`config.mk`:
```
export PLATFORM = sky130hd
export DESIGN_NAME = hwlp_top
export DESIGN_NICKNAME = d
export VERILOG_FILES = /design/src/hdl/hwlp_pkg.sv /design/src/hdl/hwlp_if.sv /design/src/hdl/hwlp_top.sv /design/src/hdl/hwlp_pc_select.sv /design/src/hdl/hwlp_controller.sv /design/src/hdl/hwlp_regs.sv /design/src/hdl/hwlp_setup_decoder.sv
export SDC_FILE = /design/constraint.sdc
export NUM_CORES = 1
export LEC_CHECK = 0
export BUFFER_PORTS_ARGS = -buffer_cell sky130_fd_sc_hd__buf_2
export CAP_MARGIN = 20
export CELL_PAD_IN_SITES_DETAIL_PLACEMENT = 1
export CELL_PAD_IN_SITES_GLOBAL_PLACEMENT = 1
export CORE_MARGIN = 4
export CORE_UTILIZATION = 30
export CTS_CLUSTER_SIZE = 25
export DETAILED_ROUTE_END_ITERATION = 6
export GPL_ROUTABILITY_DRIVEN = 0
export PLACE_DENSITY_LB_ADDON = 0.05
export SLEW_MARGIN = 20
export SYNTH_ARGS = -nofsm -noshare
export SYNTH_HDL_FRONTEND = slang
export SYNTH_HIERARCHICAL = 1
export SYNTH_SLANG_ARGS = --single-unit
```
`constraint.sdc`:
```
create_clock -name clk -period 4.8 [get_ports clk]
set_input_delay 0.96 -clock clk [delete_from_list [all_inputs] [get_ports clk]]
set_output_delay 0.96 -clock clk [all_outputs]
set_load 0.05 [all_outputs]
```
`src/hdl/hwlp_pkg.sv`:
```
package hwlp_pkg;

  ////////////////////////////////////////////////////////////
  // encodings
  ////////////////////////////////////////////////////////////

  // custom-1 major opcode, reserved here for loop setup words
  localparam logic [6:0] HWLP_OPCODE = 7'b0101011;

  // funct picks which view of the word applies
  typedef enum logic [2:0] {
    SETUPI = 3'b000,
    STARTI = 3'b001,
    ENDI   = 3'b010,
    COUNTI = 3'b011
  } hwlp_funct_e;

  ////////////////////////////////////////////////////////////
  // instruction views
  ////////////////////////////////////////////////////////////

  // full setup, body starts right after the setup word
  typedef struct packed {
    logic [11:0] count;
    logic [4:0]  body_len;
    hwlp_funct_e funct;
    logic        idx;
    logic [3:0]  rsvd;
    logic [6:0]  opcode;
  } hwlp_setupi_t;

  // single register write, imm is an unsigned word offset or a count
  // funct and idx sit at the same bits as in the setup view
  typedef struct packed {
    logic [11:0] imm;
    logic [4:0]  rsvd_hi;
    hwlp_funct_e funct;
    logic        idx;
    logic [3:0]  rsvd_lo;
    logic [6:0]  opcode;
  } hwlp_single_t;

  typedef union packed {
    logic [31:0]  raw;
    hwlp_setupi_t setupi;
    hwlp_single_t single;
  } hwlp_instr_u;

  // decoded write toward the loop register file
  typedef struct packed {
    logic        valid;
    logic        idx;
    logic        we_start;
    logic        we_end;
    logic        we_cnt;
    logic [31:0] start;
    logic [31:0] end_addr;
    logic [31:0] count;
  } hwlp_wr_cmd_t;

endpackage
```
`src/hdl/hwlp_if.sv`:
```
`timescale 1ns/1ps

interface hwlp_if #(
  parameter int unsigned N_LOOPS = 2
);

  // loop register values, one word per loop
  logic [N_LOOPS-1:0][31:0] start_addr;
  logic [N_LOOPS-1:0][31:0] end_addr;
  logic [N_LOOPS-1:0][31:0] counter;

  // decrement raised by the controller in the jump cycle
  logic [N_LOOPS-1:0]       dec_cnt_jump;
  // same decrement one valid edge later, still in flight
  logic [N_LOOPS-1:0]       dec_cnt_id;

  // register file side
  modport regs_mp (
    output start_addr,
    output end_addr,
    output counter,
    input  dec_cnt_id
  );

  // end address compare and target select
  modport ctrl_mp (
    input  start_addr,
    input  end_addr,
    input  counter,
    input  dec_cnt_id,
    output dec_cnt_jump
  );

  // pc stage holds the in-flight decrement
  modport pc_mp (
    input  dec_cnt_jump,
    output dec_cnt_id
  );

endinterface

```
`src/hdl/hwlp_top.sv`:
```
`timescale 1ns/1ps

module hwlp_top #(
  parameter int unsigned N_LOOPS   = 2,
  parameter logic [31:0] BOOT_ADDR = 32'h0000_1000
) (
  input  logic        clk,
  input  logic        rst_n,
  input  logic        instr_valid_i,
  input  logic [31:0] instr_i,
  output logic [31:0] pc_o,
  output logic        hwlp_jump_o,
  output logic [31:0] hwlp_targ_addr_o
);

  hwlp_pkg::hwlp_instr_u  instr_u;
  hwlp_pkg::hwlp_wr_cmd_t wr_cmd;

  // raw word seen through the loop setup views
  assign instr_u = hwlp_pkg::hwlp_instr_u'(instr_i);

  hwlp_if #(.N_LOOPS(N_LOOPS)) hw_if ();

  ////////////////////////////////////////////////////////////
  // decode, loop registers, controller, pc
  ////////////////////////////////////////////////////////////

  hwlp_setup_decoder i_decoder (
    .instr_valid_i (instr_valid_i),
    .instr_i       (instr_u),
    .pc_i          (pc_o),
    .wr_cmd_o      (wr_cmd)
  );

  hwlp_regs #(.N_LOOPS(N_LOOPS)) i_regs (
    .clk           (clk),
    .rst_n         (rst_n),
    .instr_valid_i (instr_valid_i),
    .wr_cmd_i      (wr_cmd),
    .hw            (hw_if.regs_mp)
  );

  hwlp_controller #(.N_LOOPS(N_LOOPS)) i_controller (
    .clk              (clk),
    .rst_n            (rst_n),
    .instr_valid_i    (instr_valid_i),
    .pc_i             (pc_o),
    .hw               (hw_if.ctrl_mp),
    .hwlp_jump_o      (hwlp_jump_o),
    .hwlp_targ_addr_o (hwlp_targ_addr_o)
  );

  // jump and target go straight back into next-pc select
  hwlp_pc_select #(
    .N_LOOPS   (N_LOOPS),
    .BOOT_ADDR (BOOT_ADDR)
  ) i_pc_select (
    .clk              (clk),
    .rst_n            (rst_n),
    .instr_valid_i    (instr_valid_i),
    .hwlp_jump_i      (hwlp_jump_o),
    .hwlp_targ_addr_i (hwlp_targ_addr_o),
    .hw               (hw_if.pc_mp),
    .pc_o             (pc_o)
  );

endmodule

```
`src/hdl/hwlp_pc_select.sv`:
```
`timescale 1ns/1ps

module hwlp_pc_select #(
  parameter int unsigned N_LOOPS   = 2,
  parameter logic [31:0] BOOT_ADDR = 32'h0000_1000
) (
  input  logic        clk,
  input  logic        rst_n,
  input  logic        instr_valid_i,
  input  logic        hwlp_jump_i,
  input  logic [31:0] hwlp_targ_addr_i,
  hwlp_if.pc_mp       hw,
  output logic [31:0] pc_o
);

  logic [31:0]        pc_q;
  logic [31:0]        pc_n;
  logic [N_LOOPS-1:0] dec_q;

  // loop target on a jump, sequential fetch otherwise
  assign pc_n = hwlp_jump_i ? hwlp_targ_addr_i : pc_q + 32'd4;

  ////////////////////////////////////////////////////////////
  // pc and in-flight decrement
  ////////////////////////////////////////////////////////////

  always_ff @(posedge clk or negedge rst_n) begin
    if (!rst_n) begin
      pc_q  <= BOOT_ADDR;
      dec_q <= '0;
    end else if (instr_valid_i) begin
      // nothing moves while the stream stalls
      pc_q  <= pc_n;
      // held until the next valid edge, where the
      // register file consumes it
      dec_q <= hw.dec_cnt_jump;
    end
  end

  assign pc_o          = pc_q;
  assign hw.dec_cnt_id = dec_q;

  // targets come from decoded setup words, a bad offset
  // would show up here first
  pc_aligned_a : assert property (
    @(posedge clk) disable iff (!rst_n)
    pc_q[1:0] == 2'b00
  ) else $error("hwlp: pc 0x%08h not word aligned", pc_q);

endmodule

```
`src/hdl/hwlp_controller.sv`:
```
`timescale 1ns/1ps

module hwlp_controller #(
  parameter int unsigned N_LOOPS = 2
) (
  input  logic        clk,
  input  logic        rst_n,
  input  logic        instr_valid_i,
  input  logic [31:0] pc_i,
  hwlp_if.ctrl_mp     hw,
  output logic        hwlp_jump_o,
  output logic [31:0] hwlp_targ_addr_o
);

  logic [31:0]        pc_next;
  // word at pc_i is the last body word of loop i
  logic [N_LOOPS-1:0] at_end;
  // counter still allows another pass
  logic [N_LOOPS-1:0] cnt_ok;
  logic [N_LOOPS-1:0] hit;
  logic               found;

  assign pc_next = pc_i + 32'd4;

  ////////////////////////////////////////////////////////////
  // end address compare
  ////////////////////////////////////////////////////////////

  always_comb begin
    for (int i = 0; i < N_LOOPS; i++) begin
      at_end[i] = (pc_next == hw.end_addr[i]);

      // three or more, always room for one more jump
      // exactly two, only if no decrement is still pending
      if (hw.counter[i][31:2] != 30'd0) begin
        cnt_ok[i] = 1'b1;
      end else begin
        case (hw.counter[i][1:0])
          2'b11:   cnt_ok[i] = 1'b1;
          2'b10:   cnt_ok[i] = ~hw.dec_cnt_id[i];
          default: cnt_ok[i] = 1'b0;
        endcase
      end

      hit[i] = instr_valid_i && at_end[i] && cnt_ok[i];
    end
  end

  ////////////////////////////////////////////////////////////
  // target select, lowest index first
  ////////////////////////////////////////////////////////////

  always_comb begin
    found            = 1'b0;
    hwlp_targ_addr_o = '0;
    hw.dec_cnt_jump  = '0;

    for (int i = 0; i < N_LOOPS; i++) begin
      if (hit[i] && !found) begin
        found              = 1'b1;
        hwlp_targ_addr_o   = hw.start_addr[i];
        hw.dec_cnt_jump[i] = 1'b1;
      end
    end
  end

  assign hwlp_jump_o = found;

  // only one loop may be charged per jump, even with nested
  // loops sharing an end address
  dec_onehot_a : assert property (
    @(posedge clk) disable iff (!rst_n)
    $onehot0(hw.dec_cnt_jump)
  ) else $error("hwlp: more than one loop decremented");

  // jump must line up with a consumed word, else pc and
  // counter would drift apart
  jump_valid_a : assert property (
    @(posedge clk) disable iff (!rst_n)
    hwlp_jump_o |-> instr_valid_i
  ) else $error("hwlp: jump without a valid instruction");

endmodule

```
`src/hdl/hwlp_regs.sv`:
```
`timescale 1ns/1ps

module hwlp_regs #(
  parameter int unsigned N_LOOPS = 2
) (
  input  logic                   clk,
  input  logic                   rst_n,
  input  logic                   instr_valid_i,
  input  hwlp_pkg::hwlp_wr_cmd_t wr_cmd_i,
  hwlp_if.regs_mp                hw
);

  logic [N_LOOPS-1:0][31:0] start_q;
  logic [N_LOOPS-1:0][31:0] end_q;
  logic [N_LOOPS-1:0][31:0] cnt_q;
  // per-loop write select
  logic [N_LOOPS-1:0]       wr_sel;

  always_comb begin
    for (int i = 0; i < N_LOOPS; i++) begin
      wr_sel[i] = instr_valid_i && wr_cmd_i.valid && (32'(wr_cmd_i.idx) == i);
    end
  end

  ////////////////////////////////////////////////////////////
  // start and end addresses
  ////////////////////////////////////////////////////////////

  // loop bounds, written by setup words only
  always_ff @(posedge clk) begin
    for (int i = 0; i < N_LOOPS; i++) begin
      if (wr_sel[i] && wr_cmd_i.we_start) begin
        start_q[i] <= wr_cmd_i.start;
      end
      if (wr_sel[i] && wr_cmd_i.we_end) begin
        end_q[i] <= wr_cmd_i.end_addr;
      end
    end
  end

  ////////////////////////////////////////////////////////////
  // counters
  ////////////////////////////////////////////////////////////

  always_ff @(posedge clk or negedge rst_n) begin
    if (!rst_n) begin
      cnt_q <= '0;
    end else if (instr_valid_i) begin
      for (int i = 0; i < N_LOOPS; i++) begin
        // a new count overrides the pending decrement
        if (wr_sel[i] && wr_cmd_i.we_cnt) begin
          cnt_q[i] <= wr_cmd_i.count;
        end else if (hw.dec_cnt_id[i]) begin
          cnt_q[i] <= cnt_q[i] - 32'd1;
        end
      end
    end
  end

  assign hw.start_addr = start_q;
  assign hw.end_addr   = end_q;
  assign hw.counter    = cnt_q;

  // the controller only jumps on a counter of two or more,
  // so the late decrement must always find something left
  for (genvar g = 0; g < N_LOOPS; g++) begin : g_chk
    cnt_no_underflow_a : assert property (
      @(posedge clk) disable iff (!rst_n)
      (instr_valid_i && hw.dec_cnt_id[g] && !(wr_sel[g] && wr_cmd_i.we_cnt))
        |-> (cnt_q[g] != 32'd0)
    ) else $error("hwlp: loop %0d counter decremented from zero", g);
  end

endmodule

```
`src/hdl/hwlp_setup_decoder.sv`:
```
`timescale 1ns/1ps

module hwlp_setup_decoder (
  input  logic                   instr_valid_i,
  input  hwlp_pkg::hwlp_instr_u  instr_i,
  input  logic [31:0]            pc_i,
  output hwlp_pkg::hwlp_wr_cmd_t wr_cmd_o
);

  logic        is_hwlp;
  logic [31:0] pc_next;
  logic [31:0] body_bytes;
  logic [31:0] imm_bytes;

  // opcode sits at the same bits in every view
  assign is_hwlp    = (instr_i.setupi.opcode == hwlp_pkg::HWLP_OPCODE);
  assign pc_next    = pc_i + 32'd4;

  // body length and offsets are counted in words
  assign body_bytes = {25'd0, instr_i.setupi.body_len, 2'b00};
  assign imm_bytes  = {18'd0, instr_i.single.imm, 2'b00};

  ////////////////////////////////////////////////////////////
  // decode
  ////////////////////////////////////////////////////////////

  always_comb begin
    wr_cmd_o     = '0;
    wr_cmd_o.idx = instr_i.setupi.idx;

    if (instr_valid_i && is_hwlp) begin
      case (instr_i.setupi.funct)
        hwlp_pkg::SETUPI: begin
          // body is the k words after the setup word
          wr_cmd_o.valid    = 1'b1;
          wr_cmd_o.we_start = 1'b1;
          wr_cmd_o.we_end   = 1'b1;
          wr_cmd_o.we_cnt   = 1'b1;
          wr_cmd_o.start    = pc_next;
          wr_cmd_o.end_addr = pc_next + body_bytes;
          wr_cmd_o.count    = {20'd0, instr_i.setupi.count};
        end
        hwlp_pkg::STARTI: begin
          wr_cmd_o.valid    = 1'b1;
          wr_cmd_o.we_start = 1'b1;
          wr_cmd_o.start    = pc_i + imm_bytes;
        end
        hwlp_pkg::ENDI: begin
          // end is the address after the last body word
          wr_cmd_o.valid    = 1'b1;
          wr_cmd_o.we_end   = 1'b1;
          wr_cmd_o.end_addr = pc_i + imm_bytes;
        end
        hwlp_pkg::COUNTI: begin
          wr_cmd_o.valid    = 1'b1;
          wr_cmd_o.we_cnt   = 1'b1;
          wr_cmd_o.count    = {20'd0, instr_i.single.imm};
        end
        default: begin
          // unknown funct, no write at all
          wr_cmd_o.valid    = 1'b0;
        end
      endcase
    end
  end

  // an empty body would put the loop end right after the setup word,
  // so the loop could never be seen before its end is reached
  bodylen_nz_a : assert final (!(wr_cmd_o.valid && wr_cmd_o.we_start && wr_cmd_o.we_end
                                 && (instr_i.setupi.body_len == 5'd0)))
    else $error("hwlp: loop setup with zero body length");

endmodule

```
==> results of run 1 <==
[layer usage]
layer  vias to the layer above  GRT usage [%]  part of all wire [%]
li1                       6996              -                     -
met4                         2           4.66                   2.0
met2                       352           36.3                    44
met3                        71           4.01                   5.4
met5                         -              0                 0.019
met1                      7767           34.6                    48
[final cells by class]
| cell class | instances | area share (%) |
|---|---|---|
| Multi-Input combinational cell | 1433 | 49.0 |
| Sequential cell | 226 | 31.7 |
| Timing Repair Buffer | 244 | 10.0 |
| Tap cell | 696 | 4.35 |
| Clock buffer | 41 | 3.94 |
| Inverter | 39 | 0.731 |
| Clock inverter | 9 | 0.256 |
[worst max-delay path, cell delays in order, from the launching register on]
cell	delay [ns]
dfrtp_4	0.49
ha_4	0.18
xor3_1	0.41
nor4_2	0.15
buf_4	0.16
nand4_1	0.16
a2111oi_4	0.31
o2111ai_1	0.17
or4_4	0.51
buf_12	0.20
nor4_2	0.35
mux2_4	0.25
buf_12	0.14
[synthesized netlist by cell type (11+ instances only)]
cell | instances | area [µm²]
xor2_1 | 61 | 534
nand3_1 | 67 | 335
a31oi_1 | 18 | 113
o21ai_1 | 24 | 120
buf_4 | 24 | 180
nor2b_1 | 17 | 106
nor3_1 | 55 | 275
and3_1 | 11 | 68.8
o21ai_0 | 53 | 265
and2_1 | 33 | 206
nor2_1 | 154 | 578
or4_1 | 15 | 113
a21oi_1 | 91 | 455
inv_1 | 38 | 143
ha_1 | 22 | 275
nand2_1 | 173 | 649
and4_1 | 11 | 96.3
or3_1 | 21 | 131
nand4_1 | 55 | 344
mux2_1 | 29 | 327
clkbuf_1 | 69 | 259
dfrtp_1 | 97 | 2430
a22oi_1 | 30 | 225
buf_2 | 28 | 140
xnor2_1 | 144 | 1260
o22ai_1 | 31 | 194
edfxtp_1 | 128 | 3840
nor4_1 | 91 | 569
[flip-flops by register name, summed over array words and instances, names as in the netlist]
| signal | flops |
|---|---|
| i_pc_select/pc_o | 32 |
| i_regs/hw.start_addr | 64 |
| i_regs/hw.end_addr | 64 |
| i_pc_select/hw.dec_cnt_id | 2 |
| i_regs/hw.counter | 64 |
[worst paths after layout]
kind,slack [ns],cells past startpoint,endpoint
max,-0.26,12,hwlp_targ_addr_o[1]
min,0.44,1,i_regs/hw.counter[19]$_DFFE_PN0P_
max reg2reg,0.24,12,i_regs/hw.end_addr[63]$_DFFE_PP_
min reg2reg,0.56,2,i_regs/hw.counter[55]$_DFFE_PN0P_
max in group asynchronous,3.44,2,i_pc_select/pc_o[13]$_DFFE_PN0P_
min in group clk,0.56,2,i_regs/hw.counter[55]$_DFFE_PN0P_
[stage by stage]
stage / util [%] / hold WS, ns / total power (µW) / TNS [ns]
floorplan: - / 0.507 / 3140 / 0
global placement: 34.2 / 0.545 / 3690 / 0
detailed placement: 34.2 / 0.546 / 3710 / 0
CTS: 36.7 / 0.450 / 5760 / -7.25
global route: 37.1 / 0.481 / 5980 / -13.58
finish: 37.1 / 0.437 / 5690 / -6.80
[logic make-up (layout without fill, tap and decap cells)]
kind of cell	count (synthesis)	count (layout)	synth area share, %
AO/OA/AOI/OAI	358	358	14.2
XOR/XNOR	207	207	11.3
adder cells (fa/ha/maj)	24	24	1.93
buffers and inverters	173	333	5.13
flip-flops	226	226	38.5
multiplexers	47	47	3.20
other	1	20	0.0229
AND/OR/NAND/NOR	777	777	25.8
[what timing repair did]
| item | CTS | global route |
|---|---|---|
| endpoints found under the setup margin | 33 | 35 |
| setup buffers | 4 | 0 |
| resized for setup | 146 | 33 |
| gates cloned | 2 | 0 |
| pin swaps | 2 | 0 |
[power breakdown]
group          total (µW)  internal, µW  switching [µW]  leakage, µW
logic                1590           534            1050      0.00487
registers            2120          2080            34.2      0.00239
clock network        1990          1130             861     0.000413
==> flow_summary.yaml, run 1 <==
outcome:
  violations: "negative setup slack"
  outcome: "finished with violations"
global_routing:
  grt_pass1_vias: 15500
  grt_overflow: 0
  grt_max_degree: 64
  grt_pass1_wl_um: 104000
  grt_use_total_pct: 23.4
  antenna_found_initial: 2
setup_path:
  startpoint: "i_pc_select/pc_o[3]$_DFFE_PN0P_"
  criticalPathCategory: "flop to output port"
  cp-start-kind: "flop"
  r2r-start: "i_pc_select/pc_o[2]$_DFFE_PN0P_"
  worstPathRequired_ns: 3.84
  arrival_ns: 4.10
  cp_max_fo: 34
  cp-end-kind: "output port"
floorplan:
  pin_count: 100
  core_um2: 53900
  die_y_um: 241
  dieArea_um2: 58300
  initial_utilization_pct: 30.3
  rows: 85
  fp.dieW_um: 241
detailed_routing:
  vias_per_cell: 5.65
  drt-initial-drc-count: 1088
  drc_errors: 0
  vias: 15200
  post_drt_wl_per_cell_um: 25.9
  ant_nets: 0
  wl_um: 69700
  firstDrtPassIters: 5
sta:
  setup_viol: 33
  relSlewSlack_pct: 29.0
  rsz0062_at_grt: "true"
  skew_ns: 0.0119
  worst_pin_slew_ns: 1.06
  fmax_mhz: 198
  fin_ws_ns: -0.261
  fin_crit_sh_pct: 105
  fin_crit_ns: 5.06
  hold_viol_final: 0
  maxSlewViolCount: 0
cells_and_area:
  final_common_cell: "nand2_1"
  layout-drive-gt1-share_pct: 22.2
  final_cell_mix: "nand2_1 (169), nor2_1 (154), xnor2_1 (142)"
  fillers: 6153
  layout.nets: 2031
  antennaDiodeCount: 0
  seq_area_um2: 6340
  multi_input_area_um2: 9820
  final_cell_area_um2: 20000
  fin_cells: 2688
  syn2layout_area_growth_pct: 22.4
logic_synthesis:
  avgSynthCellArea_um2: 9.02
  synth-seq-area-share_pct: 38.5
  synth-async-reset-ratio_pct: 43.4
  synth_ff_type: "edfxtp_1"
  syn_inst: 1813
  netlist_area_um2: 16400
  synth-seq-cells: 226
  synth_edf_count: 128
  yosysWarnings: 6
  ys_types: 99
placed_design:
  pre_cts_ws_ns: 0.0649
  dpl_cell_area_um2: 18400
  dp_hpwl_um: 52200
  dp_cells: 2632
  port_buffers: 95
cts:
  cts_max_path_buffers: 3
  cts_buffers: 28
  cts_root_buf: "clkbuf_16"
  clock_latency_ns: 0.58
  cts_max_level: 1
  cts_hold_buf: 0
  clk_pin_slew_ns: 0.06
  cts_tree: "built"
  cts_sinks: 226
power_and_ir_drop:
  power.density_nw_per_um2: 284
  p_leak_uw: 0.00768
  ir_drop_v: 0.000273
flow_run:
  drv_cap: 0
hold_path:
  hold_path.class: "input port to async pin"
Note: power is estimated with default switching activity, not from simulation.
==> inputs of run 2 (changes only) <==
--- a/config.mk
+++ b/config.mk
@@ -16,4 +16,5 @@
 export GPL_ROUTABILITY_DRIVEN = 0
 export PLACE_DENSITY_LB_ADDON = 0.05
+export SETUP_SLACK_MARGIN = 0.15
 export SLEW_MARGIN = 20
 export SYNTH_ARGS = -nofsm -noshare
==> constraint.sdc (replaced) <==
create_clock -name clk -period 5.55 [get_ports clk]
set_input_delay 0 -clock clk [delete_from_list [all_inputs] [get_ports clk]]
set_output_delay 0 -clock clk [all_outputs]
set_load 0.05 [all_outputs]
==> flow_summary.yaml, run 2 (same netlist as run 1, synthesis figures left out) <==
outcome:
  outcome: "finished clean"
cells_and_area:
  fillers: 6199
  fin_cells: 2638
  layout-drive-gt1-share_pct: 14.9
  seq_area_um2: 6300
  multi_input_area_um2: 9330
  layout.nets: 1973
  syn2layout_area_growth_pct: 15.0
  final_common_cell: "nand2_1"
  final_cell_mix: "nand2_1 (172), nor2_1 (154), xnor2_1 (144)"
global_routing:
  grt_overflow: 0
  grt_pass1_wl_um: 102000
  grt_pass1_vias: 15300
  antenna_found_initial: 1
  grt_use_total_pct: 23.2
  grt_max_degree: 64
sta:
  fmax_mhz: 199
  skew_ns: 0.0209
  fin_crit_ns: 5.03
  tns_ns: 0
  timing.hold.ws_ns: 0.0155
  rsz0062_at_grt: "false"
  relSlewSlack_pct: 22.0
  worst_pin_slew_ns: 1.16
  hold_viol_final: 0
  fin_crit_sh_pct: 90.6
  setup_viol: 0
  maxSlewViolCount: 0
power_and_ir_drop:
  power_switching_uw: 1720
  ir_drop_v: 0.000217
  seqPwrFrac_pct: 36.5
  intPower_uw: 3300
  clkPwrFrac_pct: 38.0
  power.density_nw_per_um2: 267
  p_sw_share_pct: 34.2
  p_comb_share_pct: 25.5
  p_leak_uw: 0.00714
floorplan:
  fp.dieW_um: 241
  die_y_um: 241
  core_um2: 53900
  pin_count: 100
  initial_utilization_pct: 30.3
  dieArea_um2: 58300
  rows: 85
cts:
  cts_tree: "built"
  cts_max_level: 1
  cts_max_path_buffers: 3
  clock_latency_ns: 0.60
  clk_pin_slew_ns: 0.06
  cts_sinks: 226
  cts_root_buf: "clkbuf_16"
  cts_buffers: 30
setup_path:
  slowest_stage: "or4_1"
  arrival_ns: 5.03
  cpMostUsedCell: "buf_4"
  critical_path_buf_inv_count: 3
  startpoint: "i_pc_select/pc_o[2]$_DFFE_PN0P_"
  criticalPathCategory: "flop to output port"
  crit_family: "simple AND/OR/NAND/NOR gates"
  cp_max_fo: 19
  cp-end-kind: "output port"
  r2r-start: "i_pc_select/pc_o[20]$_DFFE_PN0P_"
  worstPathRequired_ns: 5.55
  worstPathCellList: "ha_1 > nand4_1 > or4_1 > or3_1 > xnor2_1 > a31o_2 > a2111oi_2 > nand4b_2 > buf_4 > buf_4 > mux2_1 > buf_2"
  cp-start-kind: "flop"
  critPathMaxStageDelay_ns: 0.70
detailed_routing:
  post_drt_wl_per_cell_um: 26.1
  drt-initial-drc-count: 878
  firstDrtPassIters: 4
  vias: 14700
  ant_nets: 0
  drc_errors: 0
  wl_um: 68900
  vias_per_cell: 5.57
placed_design:
  dp_hpwl_um: 51300
  port_buffers: 95
  dp_cells: 2562
hold_path:
  hold_path.class: "input port to async pin"
flow_run:
  drv_cap: 0
run 2: path summary, 6_finish.rpt:
| path | end | slack, ns | cells after the start |
|---|---|---|---|
| min in group clk | i_regs/hw.counter[33]$_DFFE_PN0P_ | 0.03 | 6 |
| worst min register to register | i_regs/hw.counter[55]$_DFFE_PN0P_ | 0.57 | 2 |
| worst max register to register | i_pc_select/pc_o[27]$_DFFE_PN0P_ | 0.62 | 11 |
| worst min-delay path | i_regs/hw.counter[29]$_DFFE_PN0P_ | 0.02 | 2 |
| max in group asynchronous | i_pc_select/pc_o[3]$_DFFE_PN0P_ | 4.22 | 3 |
| worst max-delay path | hwlp_targ_addr_o[20] | 0.52 | 12 |
run 2: what timing repair did:
item,4_1_cts,5_1_grt
hold buffers,15,0
buffers inserted,0,1
endpoints found under the setup margin,0,19
gates resized for setup,0,1
hold endpoints to repair,73,0
run 2: per-layer routing:
metal,part of all wire [%],global-route usage [%]
met2,45,36.6
met4,2.3,4.92
met3,4.7,3.32
met5,0,0
met1,48,34.1
run 2: worst register-to-register path: stages (launching register included):
cell,delay [ns]
dfrtp_1,0.58
nand4_1,0.61
nor3_1,0.76
and2_1,0.28
a31o_2,0.17
nand4_1,0.09
or4_1,0.63
o41ai_4,0.60
nand2b_1,0.47
nor2_1,0.08
mux2_1,0.29
a221o_1,0.26
run 2: layout make-up:
type | instances | share of cell area, %
Antenna cell | 4 | 0.0532
Sequential cell | 226 | 33.5
Tap cell | 696 | 4.63
Clock buffer | 39 | 4.23
Clock inverter | 17 | 0.785
Inverter | 39 | 0.779
Multi-Input combinational cell | 1433 | 49.6
Timing Repair Buffer | 184 | 6.36
run 2: power groups by stage:
stage	sequential [µW]	clock [µW]	combinational, µW
finish	1830	1910	1280
detailed placement	1860	0	1260
floorplan	2000	0	699
global placement	1860	0	1250
global route	1830	2020	1390
CTS	1830	1970	1280
run 2: stage by stage:
stage	power [µW]	area, µm²	setup WS, ns	util [%]
finish	5020	18800	0.524	34.9
global placement	3120	17700	0.573	32.8
global route	5250	18800	0.175	34.8
CTS	5080	18800	0.343	34.8
floorplan	2700	16400	0.168	-
detailed placement	3130	17700	0.573	32.8
